`src/rtl/bus_pkg.sv`:
```
`default_nettype none

package bus_pkg;

    ////////////////////
    // I/O map
    ////////////////////

    // Internal ports, low byte of the I/O address
    typedef enum logic [7:0] {
        bank0     = 8'hF0,
        bank1     = 8'hF1,
        bank2     = 8'hF2,
        bank3     = 8'hF3,
        esp_ctrl  = 8'hF4,    // Serial status and control
        esp_data  = 8'hF5,    // Serial data
        cassette  = 8'hFC,
        cpm_remap = 8'hFD,
        printer   = 8'hFE,
        keyboard  = 8'hFF     // Matrix read
    } io_port_e;

    ////////////////////
    // Memory map
    ////////////////////

    typedef struct packed {
        logic       ro;         // Writes to this window are blocked
        logic       overlay;    // 3000-3FFF served internally
        logic [5:0] page;       // 16 KB page out of 64
    } bank_reg_t;

    localparam bank_reg_t BANK0_RESET = 8'hC0;  // Page 0, read-only, overlay on
    localparam bank_reg_t BANK1_RESET = 8'h21;
    localparam bank_reg_t BANK2_RESET = 8'h22;
    localparam bank_reg_t BANK3_RESET = 8'h13;

    // Page ranges of the external chips
    localparam logic [5:0] ROM_PAGE_LAST  = 6'd15;
    localparam logic [5:0] RAM_PAGE_FIRST = 6'd32;

    // Backs the overlay window at 3800-3FFF
    localparam logic [5:0] SYSRAM_PAGE = 6'd32;

endpackage

`default_nettype wire

```
`src/rtl/uart_pkg.sv`:
```
`default_nettype none

package uart_pkg;

    localparam int BIT_CYCLES = 16;     // sysclk cycles per serial bit
    localparam int BIT_CNT_W  = $clog2(BIT_CYCLES);
    localparam logic [BIT_CNT_W-1:0] BIT_LAST  = BIT_CNT_W'(BIT_CYCLES - 1);
    localparam logic [BIT_CNT_W-1:0] HALF_LAST = BIT_CNT_W'(BIT_CYCLES / 2 - 1);

    localparam logic [3:0] BREAK_LAST = 4'd11;  // 12 bit times of low

    localparam int FIFO_DEPTH = 16;
    localparam int FIFO_AW    = $clog2(FIFO_DEPTH);
    localparam int RTS_FREE   = 4;      // rts once fewer entries than this are free

    // Decoder to serial link, all single-cycle pulses except tx_data
    typedef struct packed {
        logic [7:0] tx_data;
        logic       tx_valid;
        logic       tx_break;
        logic       rx_read;
        logic [2:0] clear_flags;    // Overflow, framing, break
    } uart_cmd_t;

    // Low five bits line up with the status port
    typedef struct packed {
        logic [7:0] rx_data;        // FIFO head
        logic       overflow;
        logic       framing;
        logic       rx_break;
        logic       tx_busy;
        logic       rx_not_empty;
    } uart_status_t;

    typedef enum logic [2:0] {
        st_idle,
        st_start,
        st_data,
        st_stop,
        st_break
    } uart_state_e;

endpackage

`default_nettype wire

```
`src/rtl/bus_decoder.sv`:
```
`default_nettype none

module bus_decoder (
    input  logic                   sysclk,
    input  logic                   reset,
    input  logic                   rd_n,
    input  logic                   wr_n,
    input  logic                   mreq_n,
    input  logic                   iorq_n,
    input  logic [15:0]            a,
    input  logic [7:0]             d_in,
    output logic [7:0]             d_out,
    output logic                   d_oe,
    output logic [4:0]             ba,
    output logic                   rom_ce_n,
    output logic                   ram_ce_n,
    input  logic                   cassette_in,
    input  logic                   printer_in,
    output logic                   cassette_out,
    output logic                   printer_out,
    input  logic [63:0]            keys,
    output uart_pkg::uart_cmd_t    uart_cmd,
    input  uart_pkg::uart_status_t uart_status
);

    bus_pkg::bank_reg_t bank_r [4];
    bus_pkg::bank_reg_t bank;
    bus_pkg::io_port_e  port;

    logic [2:0] wr_n_r;
    logic [2:0] rd_n_r;
    logic [7:0] wr_data;
    logic       cpm_remap_r;
    logic       pop_pend;
    logic [7:0] io_data;
    logic [7:0] key_data;
    logic       io_hit;

    ////////////////////
    // Strobe sync
    ////////////////////

    always_ff @(posedge sysclk or posedge reset) begin
        if (reset) begin
            wr_n_r <= 3'b111;
            rd_n_r <= 3'b111;
        end else begin
            wr_n_r <= {wr_n_r[1:0], wr_n};
            rd_n_r <= {rd_n_r[1:0], rd_n};
        end
    end

    always_ff @(posedge sysclk) begin
        if (!wr_n) wr_data <= d_in;     // Last byte seen while wr_n is low
    end

    wire bus_write = wr_n_r[2:1] == 2'b10;
    wire bus_read  = rd_n_r[2:1] == 2'b10;
    wire rd_end    = rd_n_r[2:1] == 2'b01;

    ////////////////////
    // Memory decode
    ////////////////////

    assign bank = bank_r[a[15:14]];

    wire sel_overlay = !mreq_n && bank.overlay && a[15:11] == 5'b00110;   // 3000-37FF
    wire sel_sysram  = !mreq_n && bank.overlay && a[15:11] == 5'b00111;   // 3800-3FFF

    // Blocked for internal windows and for writes to read-only banks
    wire allow_mem = !mreq_n && !sel_overlay && !sel_sysram && (wr_n || !bank.ro);

    assign rom_ce_n = !(allow_mem && bank.page <= bus_pkg::ROM_PAGE_LAST);
    assign ram_ce_n = !((allow_mem && bank.page >= bus_pkg::RAM_PAGE_FIRST) || sel_sysram);
    assign ba       = sel_sysram ? bus_pkg::SYSRAM_PAGE[4:0] : bank.page[4:0];

    ////////////////////
    // I/O decode
    ////////////////////

    assign port = bus_pkg::io_port_e'(a[7:0]);

    // Rows with a low address bit take part in the AND
    always_comb begin
        key_data = 8'hFF;
        for (int row = 0; row < 8; row++) begin
            if (!a[8 + row]) key_data &= keys[row * 8 +: 8];
        end
    end

    always_comb begin
        io_hit  = 1'b1;
        io_data = 8'h00;
        case (port)
            bus_pkg::bank0:     io_data = bank_r[0];
            bus_pkg::bank1:     io_data = bank_r[1];
            bus_pkg::bank2:     io_data = bank_r[2];
            bus_pkg::bank3:     io_data = bank_r[3];
            bus_pkg::esp_ctrl:  io_data = {3'b000, uart_status.overflow, uart_status.framing,
                                           uart_status.rx_break, uart_status.tx_busy,
                                           uart_status.rx_not_empty};
            bus_pkg::esp_data:  io_data = uart_status.rx_data;
            bus_pkg::cassette:  io_data = {7'b0, cassette_in};
            bus_pkg::cpm_remap: io_data = {7'b0, cpm_remap_r};
            bus_pkg::printer:   io_data = {7'b0, printer_in};
            bus_pkg::keyboard:  io_data = key_data;
            default:            io_hit  = 1'b0;
        endcase
    end

    wire sel_io   = !iorq_n && io_hit;
    wire io_write = bus_write && sel_io;

    assign d_out = sel_io ? io_data : 8'h00;    // Overlay window reads zero
    assign d_oe  = !rd_n && (sel_io || sel_overlay);

    always_ff @(posedge sysclk or posedge reset) begin
        if (reset) begin
            bank_r[0]    <= bus_pkg::BANK0_RESET;
            bank_r[1]    <= bus_pkg::BANK1_RESET;
            bank_r[2]    <= bus_pkg::BANK2_RESET;
            bank_r[3]    <= bus_pkg::BANK3_RESET;
            cassette_out <= 1'b0;
            printer_out  <= 1'b0;
            cpm_remap_r  <= 1'b0;
        end else if (io_write) begin
            case (port)
                bus_pkg::bank0:     bank_r[0]    <= wr_data;
                bus_pkg::bank1:     bank_r[1]    <= wr_data;
                bus_pkg::bank2:     bank_r[2]    <= wr_data;
                bus_pkg::bank3:     bank_r[3]    <= wr_data;
                bus_pkg::cassette:  cassette_out <= wr_data[0];
                bus_pkg::cpm_remap: cpm_remap_r  <= wr_data[0];
                bus_pkg::printer:   printer_out  <= wr_data[0];
                default: ;
            endcase
        end
    end

    // FIFO pop is held back until rd_n rises so the byte stays on the bus
    always_ff @(posedge sysclk or posedge reset) begin
        if (reset) begin
            pop_pend <= 1'b0;
        end else if (bus_read && sel_io && port == bus_pkg::esp_data) begin
            pop_pend <= 1'b1;
        end else if (rd_end) begin
            pop_pend <= 1'b0;
        end
    end

    assign uart_cmd = '{
        tx_data:     wr_data,
        tx_valid:    io_write && port == bus_pkg::esp_data,
        tx_break:    io_write && port == bus_pkg::esp_ctrl && wr_data[7],
        rx_read:     pop_pend && rd_end,
        clear_flags: (io_write && port == bus_pkg::esp_ctrl) ? wr_data[4:2] : 3'b000
    };

    a_one_chip: assert property (@(posedge sysclk) disable iff (reset)
        !(!rom_ce_n && !ram_ce_n));

endmodule

`default_nettype wire

```
`src/rtl/esp_uart.sv`:
```
`default_nettype none

module esp_uart (
    input  logic                   sysclk,
    input  logic                   reset,
    input  uart_pkg::uart_cmd_t    uart_cmd,
    output uart_pkg::uart_status_t uart_status,
    input  logic                   uart_rxd,
    input  logic                   uart_cts,
    output logic                   uart_txd,
    output logic                   uart_rts
);

    uart_pkg::uart_state_e tx_state;
    uart_pkg::uart_state_e rx_state;

    logic [uart_pkg::BIT_CNT_W-1:0] tx_cnt;
    logic [uart_pkg::BIT_CNT_W-1:0] rx_cnt;
    logic [3:0] tx_bits;
    logic [2:0] rx_bits;
    logic [7:0] tx_shift;
    logic [7:0] tx_hold;
    logic       tx_pend;
    logic       tx_pend_brk;
    logic [7:0] rx_shift;
    logic [1:0] rxd_sync;
    logic [2:0] flags;          // Overflow, framing, break
    logic [7:0] fifo_head;
    logic       fifo_not_empty;
    logic       fifo_ovf;

    ////////////////////
    // Transmitter
    ////////////////////

    wire tx_idle = tx_state == uart_pkg::st_idle;
    wire tx_tick = tx_cnt == uart_pkg::BIT_LAST;
    wire tx_req  = tx_idle && (uart_cmd.tx_valid || uart_cmd.tx_break);  // Dropped when busy
    wire tx_go   = tx_idle && (tx_req || tx_pend) && uart_cts;
    wire go_brk  = tx_req ? uart_cmd.tx_break : tx_pend_brk;

    always_ff @(posedge sysclk or posedge reset) begin
        if (reset) begin
            tx_state    <= uart_pkg::st_idle;
            tx_cnt      <= '0;
            tx_bits     <= '0;
            tx_pend     <= 1'b0;
            tx_pend_brk <= 1'b0;
            uart_txd    <= 1'b1;
        end else begin
            tx_cnt <= (tx_idle || tx_tick) ? '0 : tx_cnt + 1'b1;
            case (tx_state)
                uart_pkg::st_idle: begin
                    if (tx_go) begin
                        tx_pend  <= 1'b0;
                        tx_bits  <= '0;
                        uart_txd <= 1'b0;
                        tx_state <= go_brk ? uart_pkg::st_break : uart_pkg::st_start;
                    end else if (tx_req) begin          // Waiting for cts
                        tx_pend     <= 1'b1;
                        tx_pend_brk <= uart_cmd.tx_break;
                    end
                end
                uart_pkg::st_start: if (tx_tick) begin
                    uart_txd <= tx_shift[0];
                    tx_state <= uart_pkg::st_data;
                end
                uart_pkg::st_data: if (tx_tick) begin
                    if (tx_bits == 4'd7) begin
                        uart_txd <= 1'b1;
                        tx_state <= uart_pkg::st_stop;
                    end else begin
                        uart_txd <= tx_shift[1];
                        tx_bits  <= tx_bits + 1'b1;
                    end
                end
                uart_pkg::st_stop: if (tx_tick) tx_state <= uart_pkg::st_idle;
                default: if (tx_tick) begin             // Break
                    if (tx_bits == uart_pkg::BREAK_LAST) begin
                        uart_txd <= 1'b1;
                        tx_state <= uart_pkg::st_idle;
                    end else begin
                        tx_bits <= tx_bits + 1'b1;
                    end
                end
            endcase
        end
    end

    always_ff @(posedge sysclk) begin
        if (tx_req) tx_hold <= uart_cmd.tx_data;
        if (tx_go) begin
            tx_shift <= tx_req ? uart_cmd.tx_data : tx_hold;
        end else if (tx_state == uart_pkg::st_data && tx_tick) begin
            tx_shift <= tx_shift >> 1;  // LSB first
        end
    end

    ////////////////////
    // Receiver
    ////////////////////

    wire rxd    = rxd_sync[1];
    wire rx_mid = (rx_state == uart_pkg::st_start) ? rx_cnt == uart_pkg::HALF_LAST
                                                   : rx_cnt == uart_pkg::BIT_LAST;
    wire stop_smp    = rx_state == uart_pkg::st_stop && rx_mid;
    wire rx_push     = stop_smp && rxd;
    wire framing_evt = stop_smp && !rxd && rx_shift != 8'h00;
    wire break_evt   = stop_smp && !rxd && rx_shift == 8'h00;

    always_ff @(posedge sysclk or posedge reset) begin
        if (reset) begin
            rxd_sync <= 2'b11;
            rx_state <= uart_pkg::st_idle;
            rx_cnt   <= '0;
            rx_bits  <= '0;
        end else begin
            rxd_sync <= {rxd_sync[0], uart_rxd};
            rx_cnt   <= (rx_state == uart_pkg::st_idle || rx_state == uart_pkg::st_break ||
                         rx_mid) ? '0 : rx_cnt + 1'b1;
            case (rx_state)
                uart_pkg::st_idle:  if (!rxd) rx_state <= uart_pkg::st_start;
                uart_pkg::st_start: if (rx_mid) begin
                    rx_bits  <= '0;
                    rx_state <= rxd ? uart_pkg::st_idle : uart_pkg::st_data;  // Glitch filter
                end
                uart_pkg::st_data:  if (rx_mid) begin
                    rx_bits <= rx_bits + 1'b1;
                    if (rx_bits == 3'd7) rx_state <= uart_pkg::st_stop;
                end
                uart_pkg::st_stop:  if (rx_mid) begin
                    rx_state <= rxd ? uart_pkg::st_idle : uart_pkg::st_break;
                end
                default: if (rxd) rx_state <= uart_pkg::st_idle;   // Wait for idle line
            endcase
        end
    end

    always_ff @(posedge sysclk) begin
        if (rx_state == uart_pkg::st_data && rx_mid) rx_shift <= {rxd, rx_shift[7:1]};
    end

    uart_rx_fifo rx_fifo (
        .sysclk      (sysclk),
        .reset       (reset),
        .push        (rx_push),
        .push_data   (rx_shift),
        .pop         (uart_cmd.rx_read),
        .head        (fifo_head),
        .not_empty   (fifo_not_empty),
        .almost_full (uart_rts),
        .overflow    (fifo_ovf)
    );

    // Sticky flags, a new event beats a clear
    always_ff @(posedge sysclk or posedge reset) begin
        if (reset) flags <= 3'b000;
        else       flags <= {fifo_ovf, framing_evt, break_evt} | (flags & ~uart_cmd.clear_flags);
    end

    assign uart_status = '{
        rx_data:      fifo_head,
        overflow:     flags[2],
        framing:      flags[1],
        rx_break:     flags[0],
        tx_busy:      !tx_idle,
        rx_not_empty: fifo_not_empty
    };

    a_txd_idle: assert property (@(posedge sysclk) disable iff (reset)
        tx_state == uart_pkg::st_idle |-> uart_txd);

endmodule

`default_nettype wire

```
`src/rtl/system_top.sv`:
```
`default_nettype none

module system_top (
    input  logic        sysclk,
    input  logic        reset,

    // Z80 bus
    input  logic        rd_n,
    input  logic        wr_n,
    input  logic        mreq_n,
    input  logic        iorq_n,
    input  logic [15:0] a,
    input  logic [7:0]  d_in,
    output logic [7:0]  d_out,
    output logic        d_oe,

    // External memory
    output logic [4:0]  ba,
    output logic        rom_ce_n,
    output logic        ram_ce_n,

    input  logic        cassette_in,
    output logic        cassette_out,
    input  logic        printer_in,
    output logic        printer_out,
    input  logic [63:0] keys,

    // Link to the companion microcontroller
    input  logic        uart_rxd,
    output logic        uart_txd,
    input  logic        uart_cts,
    output logic        uart_rts
);

    uart_pkg::uart_cmd_t    uart_cmd;
    uart_pkg::uart_status_t uart_status;

    bus_decoder decoder (
        .sysclk       (sysclk),
        .reset        (reset),
        .rd_n         (rd_n),
        .wr_n         (wr_n),
        .mreq_n       (mreq_n),
        .iorq_n       (iorq_n),
        .a            (a),
        .d_in         (d_in),
        .d_out        (d_out),
        .d_oe         (d_oe),
        .ba           (ba),
        .rom_ce_n     (rom_ce_n),
        .ram_ce_n     (ram_ce_n),
        .cassette_in  (cassette_in),
        .printer_in   (printer_in),
        .cassette_out (cassette_out),
        .printer_out  (printer_out),
        .keys         (keys),
        .uart_cmd     (uart_cmd),
        .uart_status  (uart_status)
    );

    esp_uart uart (
        .sysclk      (sysclk),
        .reset       (reset),
        .uart_cmd    (uart_cmd),
        .uart_status (uart_status),
        .uart_rxd    (uart_rxd),
        .uart_cts    (uart_cts),
        .uart_txd    (uart_txd),
        .uart_rts    (uart_rts)
    );

endmodule

`default_nettype wire

```
`src/rtl/uart_rx_fifo.sv`:
```
`default_nettype none

module uart_rx_fifo (
    input  logic       sysclk,
    input  logic       reset,
    input  logic       push,
    input  logic [7:0] push_data,
    input  logic       pop,
    output logic [7:0] head,
    output logic       not_empty,
    output logic       almost_full,
    output logic       overflow
);

    logic [7:0] mem [uart_pkg::FIFO_DEPTH];
    logic [uart_pkg::FIFO_AW-1:0] wr_ptr;
    logic [uart_pkg::FIFO_AW-1:0] rd_ptr;
    logic [uart_pkg::FIFO_AW:0]   count;

    wire full    = count == uart_pkg::FIFO_DEPTH;
    wire do_push = push && !full;
    wire do_pop  = pop && not_empty;   // Empty pop ignored

    assign not_empty   = count != '0;
    assign almost_full = count > uart_pkg::FIFO_DEPTH - uart_pkg::RTS_FREE;
    assign overflow    = push && full;  // Byte is lost
    assign head        = mem[rd_ptr];

    always_ff @(posedge sysclk) begin
        if (do_push) mem[wr_ptr] <= push_data;
    end

    // Pointers wrap on their own, depth is a power of two
    always_ff @(posedge sysclk or posedge reset) begin
        if (reset) begin
            wr_ptr <= '0;
            rd_ptr <= '0;
            count  <= '0;
        end else begin
            if (do_push) wr_ptr <= wr_ptr + 1'b1;
            if (do_pop)  rd_ptr <= rd_ptr + 1'b1;
            case ({do_push, do_pop})
                2'b10:   count <= count + 1'b1;
                2'b01:   count <= count - 1'b1;
                default: ;
            endcase
        end
    end

    a_count_max: assert property (@(posedge sysclk) disable iff (reset)
        count <= uart_pkg::FIFO_DEPTH);

endmodule

`default_nettype wire

```
`config.mk`:
```
export PLATFORM = sky130hd
export DESIGN_NAME = system_top
export DESIGN_NICKNAME = d
export VERILOG_FILES = /design/src/rtl/bus_pkg.sv /design/src/rtl/uart_pkg.sv /design/src/rtl/bus_decoder.sv /design/src/rtl/esp_uart.sv /design/src/rtl/system_top.sv /design/src/rtl/uart_rx_fifo.sv
export SDC_FILE = /design/constraint.sdc
export NUM_CORES = 1
export LEC_CHECK = 0
export ABC_AREA = 1
export BUFFER_PORTS_ARGS = -buffer_cell sky130_fd_sc_hd__buf_2
export CAP_MARGIN = 10
export CORE_UTILIZATION = 57
export DETAILED_ROUTE_END_ITERATION = 10
export PLACE_DENSITY = 0.78
export SLEW_MARGIN = 10
export SYNTH_ARGS = -nofsm -noshare
export SYNTH_HDL_FRONTEND = slang
export SYNTH_SLANG_ARGS = --single-unit
```
`constraint.sdc`:
```
create_clock -name sysclk -period 3.6 [get_ports sysclk]
set_input_delay 0 -clock sysclk [delete_from_list [all_inputs] [get_ports sysclk]]
set_output_delay 0 -clock sysclk [all_outputs]
set_load 0.01 [all_outputs]
```
# Word level (Yosys, flattened, before mapping)
# Memory sizes are Yosys's and may differ from the RTL's.
# Index checks and enable logic that the tools add are counted.
# totals
ff_bits	116
mem_bits_rw	128
inputBits	98
elab_cells	249
memories	1
# mem_list
memory	words	width	rd	rd_clocked_by_memory_dff	write_ports	line	text
uart.rx_fifo.mem	16	8	1	0	1	uart_rx_fifo.sv:15	logic [7:0] mem [uart_pkg::FIFO_DEPTH];
# classes
addsub	8
order_cmp	4
n_eq_ne	43
mux	64
bitwise_logic	14
reduce_logical	79
# ops
op	n
$mux W8	14
$eq A8 B8 Y1 const B	10
$pmux W8 S10	1
$and A8 B8 Y8	7
$mux W3	18
$logic_and A1 B1 Y1	30
$mux W4	7
$pmux W3 S4	2
$add A4 B1 Y4 const B	5
$reduce_and A2 Y1	9
$reduce_and A6 Y1	3
$bmux W8 S2	1
$ne A2 B1 Y1 const B	8
$mux W1	15
$reduce_bool A5 Y1	3
$eq A3 B2 Y1 const B	4
$eq A4 B4 Y1 const B	3
$pmux W4 S3	1
$reduce_bool A2 Y1	6
$logic_not A1 Y1	11
$eq A5 B3 Y1 const B	2
$pmux W5 S2	1
$reduce_or A10 Y1	1
$eq A4 B3 Y1 const B	2
other kinds (31)	48

# Longest topological paths before layout
# depth
depth_word	17
ltp_mapped	17
ltp_nobuf	17

# By module
# A second synthesis with hierarchy kept.
# hier_totals
hier_cells	1388
area_unflattened_um2	12020.3
# by_module_without_submodules
module	instances	cells_each	area_per_inst_um2	seq_area_each_um2
uart_rx_fifo	1	625	6266.0	4169.0
bus_decoder	1	485	3321.9	1310.0
esp_uart	1	278	2432.3	1370.1

# Worst setup path before layout
# OpenSTA, ideal clock, no wires.
# synth_path
path_type	register to register
from	reg uart.rx_state[2]
to	reg uart.rx_fifo.count[4] in the netlist's numbering
setup_ps	125
arrival_time_ps	2389
required_ps	3475
setup_slack_ps	1086
path_stages_with_launch	17
path_buffers	0
synth_period_minus_slack_ps	2514
cell_sequence	dfrtp_1 > nor3_1 > or2_2 > nand3_1 > inv_1 > nand2_1 > nor2_1 > nand2_1 > ha_1 > ha_1 > nand2_1 > nor2_1 > a211oi_1 > nand2_1 > nand2_1 > nor2_1 > xor2_1
# synth_via
elab_chain_len	7
# synth_rtl
element	line	text
start: declaration	esp_uart.sv:15	uart_pkg::uart_state_e rx_state;
start signal: assignment	esp_uart.sv:114	rx_state <= uart_pkg::st_idle;
start signal: assignment	esp_uart.sv:122	uart_pkg::st_idle: if (!rxd) rx_state <= uart_pkg::st_start;
start signal: assignment	esp_uart.sv:125	rx_state <= rxd ? uart_pkg::st_idle : uart_pkg::st_data;
$eq A3 B1 Y1	esp_uart.sv:104	wire rx_mid = (rx_state == uart_pkg::st_start) ? rx_cnt == uart_pkg::HALF_LAST
$mux W1	esp_uart.sv:104	
$logic_and A1 B1 Y1 (*)	esp_uart.sv:106	wire stop_smp = rx_state == uart_pkg::st_stop && rx_mid;
$logic_and A1 B1 Y1 (*)	esp_uart.sv:107	wire rx_push = stop_smp && rxd;
$logic_and A1 B1 Y1 (*)	uart_rx_fifo.sv:21	wire do_push = push && !full;
$eq A2 B1 Y1 / $eq A2 B2 Y1 (equally long branches)	uart_rx_fifo.sv:42	case ({do_push, do_pop})
$pmux W5 S2 / $reduce_bool A2 Y1 (equally long branches)	n/a	
end signal: assignment	uart_rx_fifo.sv:43	2'b10: count <= count + 1'b1;
end signal: assignment	uart_rx_fifo.sv:44	2'b01: count <= count - 1'b1;
end: declaration	uart_rx_fifo.sv:18	logic [uart_pkg::FIFO_AW:0] count;
# Mark *: on every way between the ends. The rest lies on a longest branch, timed or not.
# A chain may end at the register's enable or synchronous reset.

# Final worst setup path
# layout_path
from	reg uart.rx_fifo.rd_ptr[1] in the netlist's numbering
to	out d_out[0]
# layout_via
elab_chain_len	3
# layout_rtl
element	line	text
start: declaration	uart_rx_fifo.sv:17	logic [uart_pkg::FIFO_AW-1:0] rd_ptr;
start signal: assignment	uart_rx_fifo.sv:41	if (do_pop) rd_ptr <= rd_ptr + 1'b1;
$mem_v2 Z16 W8	n/a	
$pmux W8 S10	bus_decoder.sv:94	case (port)
$mux W8	bus_decoder.sv:114	assign d_out = sel_io ? io_data : 8'h00;
end: declaration	system_top.sv:14	output logic [7:0] d_out,
# Every way passes these cells.

==> reports/qor.yml <==
status: "completed"
p_leak_nw: 5.27
combPwrFrac_pct: 7.5
drt-total-wl_mm: 28.1
setup_viol: 0
ant_nets: 0
synthDistinctLibCells: 53
end_kind: "primary output"
cts_resized: 0
multi_input_area_um2: 3710
ir_drop_mv: 0.558
synth_adder_area_share_pct: 1.75
grt_overflow: 0
p_sw_share_pct: 22.2
drt_iter0_drc: 844
antenna_found_initial: 0
dp_hpwl_mm: 18.7
p_seq_share_pct: 48.4
die_w_um: 142
yosys.area.top_type: "edfxtp_1"
period_share_pct: 83.6
path_clk_slew_ns: 0.06
wl_per_cell_um: 18.5
firstDrtPassIters: 5
die_h_um: 142
synth_top_area_share_pct: 41.0
grt.total_usage_pct: 28.5
arrival_ns: 3.01
synth_area_leaders: "edfxtp_1 (41%), dfrtp_1 (15%), o21ai_0 (7.0%)"
clockBufferDepth: 3
whs_ns: 0.0125
port-buffer-count: 117
cp-start-kind: "register"
design.core.area_um2: 18900
drv_cap: 0
place_congestion: 0.878
num_antenna_cells: 0
grt_pass1_wl_mm: 44.2
start_util_pct: 58.9
num_io_pins: 118
min_path_type: "in -> reg"
synth_top_family_by_area: "simple AND/OR/NAND/NOR gates"
fin_crit_ns: 3.01
switching_power_w: 0.00141
crit_chain: "inv_1 > buf_4 > o21ai_0 > o22ai_1 > o21ai_0 > nand2_1 > nand3_1 > a21oi_1 > buf_2"
synth_warnings: 0
nFillCells: 1415
rows: 50
design.die.area_um2: 20100
rsz0062_at_grt: "false"
crit_family: "compound AO/OA/AOI/OAI gates"
cts_buffers: 25
clock_skew_ns: 0.0108
vias: 8816
netlist_area_um2: 11100
synthToLayoutAreaGrowth_pct: 16.5
slowest_delay_ns: 0.78
viasPerCell: 5.82
r2r_setup_slack_ns: 0.79
ctsHtreeMaxLevel: 1
syn_inst: 1116
synth_compound_area_share_pct: 14.7
final_cell_mix: "nand2_1 (167), nor2_1 (160), o21ai_0 (155), edfxtp_1 (152), buf_2 (117)"
clk_latency_ns: 0.52
grt_max_degree: 67
cts_root_buffer: "clkbuf_16"
path_buf_inv: 3
drc: 0
synth.avg_cell_area_um2: 9.97
synth_xor_xnor_area_share_pct: 0.945
cts_tree: "yes"
cp_max_fo: 35
layout_commonest_cell: "nand2_1"
synthSimpleGateAreaFrac_pct: 15.9
relSlewSlack_pct: 25.6
powerDensity_nw_per_um2: 492
hold_buffers: 16
cts_setup_buffers: 0
hold_viol: 0
power.internal_w: 0.00496
worstSetupPathType: "reg -> out"
critPathSlowestCell: "dfrtp_1"
drv_slew: 0
ys_seq_area_share_pct: 61.6
fin_tns_setup_ns: 0
pwr-share-clk_pct: 44.0
path_common_cell: "o21ai_0"
drive_above_1_share_pct: 16.8
tightest_slew_ns: 1.10
syn-num-nets: 1229
synthMuxAreaShare_pct: 0.101
grt_pass1_vias: 8317
max_freq_ghz: 0.332
ys_ff_latch: 244
worstPathRequired_ns: 3.60
cts_num_sinks: 244
finalNetCount: 1350
regArea_um2: 6850
==> synth_stat cells, drive strengths merged <==
cell	n
nand2	173
nor2	167
o21ai	163
edfxtp	152
inv	95
dfrtp	66
nand3	45
o22ai	44
clkbuf	38
a21oi	34
dfstp	18
o221ai	15
ha	14
nor3	11
xor2	10
dfxtp	8
buf	7
nand4	7
nor4	5
a211oi	4
clkinv	4
o211ai	4
o22a	4
or2	4
a221oi	2
a22o	2
a311oi	2
a31oi	2
nor3b	2
o21a	2
o31ai	2
xnor2	2
a41oi	1
fa	1
mux2	1
nand3b	1
o2111ai	1
o21bai	1
o41ai	1
or3	1
==> through the flow <==
step	cells	cell area, um2	power, W	setup WS [ns]	util [%]
after global placement	1454	11900	0.00359	0.882	62.9
after global routing	1516	13000	0.00660	0.423	68.6
final	1516	13000	0.00638	0.590	68.6
after detailed placement	1454	11900	0.00360	0.770	62.9
after CTS	1516	13000	0.00640	0.681	68.6
after floorplan	1116	11100	0.00344	1.09	-
==> flip-flops by register name, summed over array words and instances (netlist names), 2 cells and up <==
| name | cells |
|---|---|
| uart.rx_fifo.count | 5 |
| uart.rx_fifo.rd_ptr | 4 |
| decoder.wr_n_r | 3 |
| uart.rx_fifo.wr_ptr | 4 |
| uart.tx_bits | 4 |
| decoder.bank_r | 32 |
| uart.rx_fifo.mem | 128 |
| uart.rxd_sync | 2 |
| uart.flags | 3 |
| uart.tx_cnt | 4 |
| uart.rx_bits | 3 |
| uart.rx_cnt | 4 |
| decoder.wr_data | 8 |
| uart.rx_shift | 8 |
| decoder.rd_n_r | 3 |
| uart.tx_state | 3 |
| uart.rx_state | 3 |
| uart.tx_hold | 8 |
| uart.tx_shift | 8 |
==> routing by layer <==
metal  track usage (%)  vias up  share of wire (%)
li1                  -     4135                  -
met1              39.5     4149                 42
met2              45.4      472                 46
met3              5.97       60                9.4
met4              9.11        0                2.9
met5                 0        -                  0
==> logic make-up (layout without fill, tap and decap cells) <==
| family | Yosys count | after routing |
|---|---|---|
| AND/OR/NAND/NOR | 416 | 416 |
| AO/OA/AOI/OAI | 284 | 284 |
| flip-flops | 244 | 244 |
| buffers and inverters | 144 | 284 |
| adder cells (fa/ha/maj) | 15 | 15 |
| XOR/XNOR | 12 | 12 |
| multiplexers | 1 | 1 |
==> power by group through the flow <==
| stage | sequential [W] | combinational, W | clock [W] |
|---|---|---|---|
| final | 0.00309 | 0.000481 | 0.00281 |
| after global routing | 0.00310 | 0.000543 | 0.00296 |
| after CTS | 0.00309 | 0.000481 | 0.00283 |
| after detailed placement | 0.00314 | 0.000462 | 0 |
| after global placement | 0.00314 | 0.000453 | 0 |
| after floorplan | 0.00313 | 0.000314 | 0 |
==> worst min-delay path, stage by stage <==
cell and delay [ns]:
buf_2 0.13, nand3_1 0.12, nor2_1 0.08, nand2_1 0.06, o21a_1 0.11
==> worst paths after layout <==
kind                                                    start                           endpoint  cells past startpoint
hold / removal                                           a[1]    decoder.printer_out$_DFFE_PP0P_                      5
setup reg to reg                 uart.rx_state[2]$_DFFE_PP0P_   uart.rx_fifo.mem[6][2]$_DFFE_PP_                     10
setup / recovery           uart.rx_fifo.rd_ptr[1]$_DFFE_PP0P_                           d_out[0]                      9
max in group asynchronous                               reset      decoder.bank_r[9]$_DFFE_PP1P_                      4
hold reg to reg                   decoder.wr_n_r[0]$_DFF_PP1_        decoder.wr_n_r[1]$_DFF_PP1_                      0
min in group asynchronous                               reset  uart.rx_fifo.count[0]$_DFFE_PP0P_                      3
==> area by class of cell <==
class                           count  area share (%)
Timing Repair Buffer              139            6.10
Sequential cell                   244            52.9
Multi-Input combinational cell    728            28.7
Tap cell                          260            2.51
Inverter                           99            2.88
Clock buffer                       30            5.13
Clock inverter                     16            1.84
Note: power is estimated with default switching activity, not from simulation.
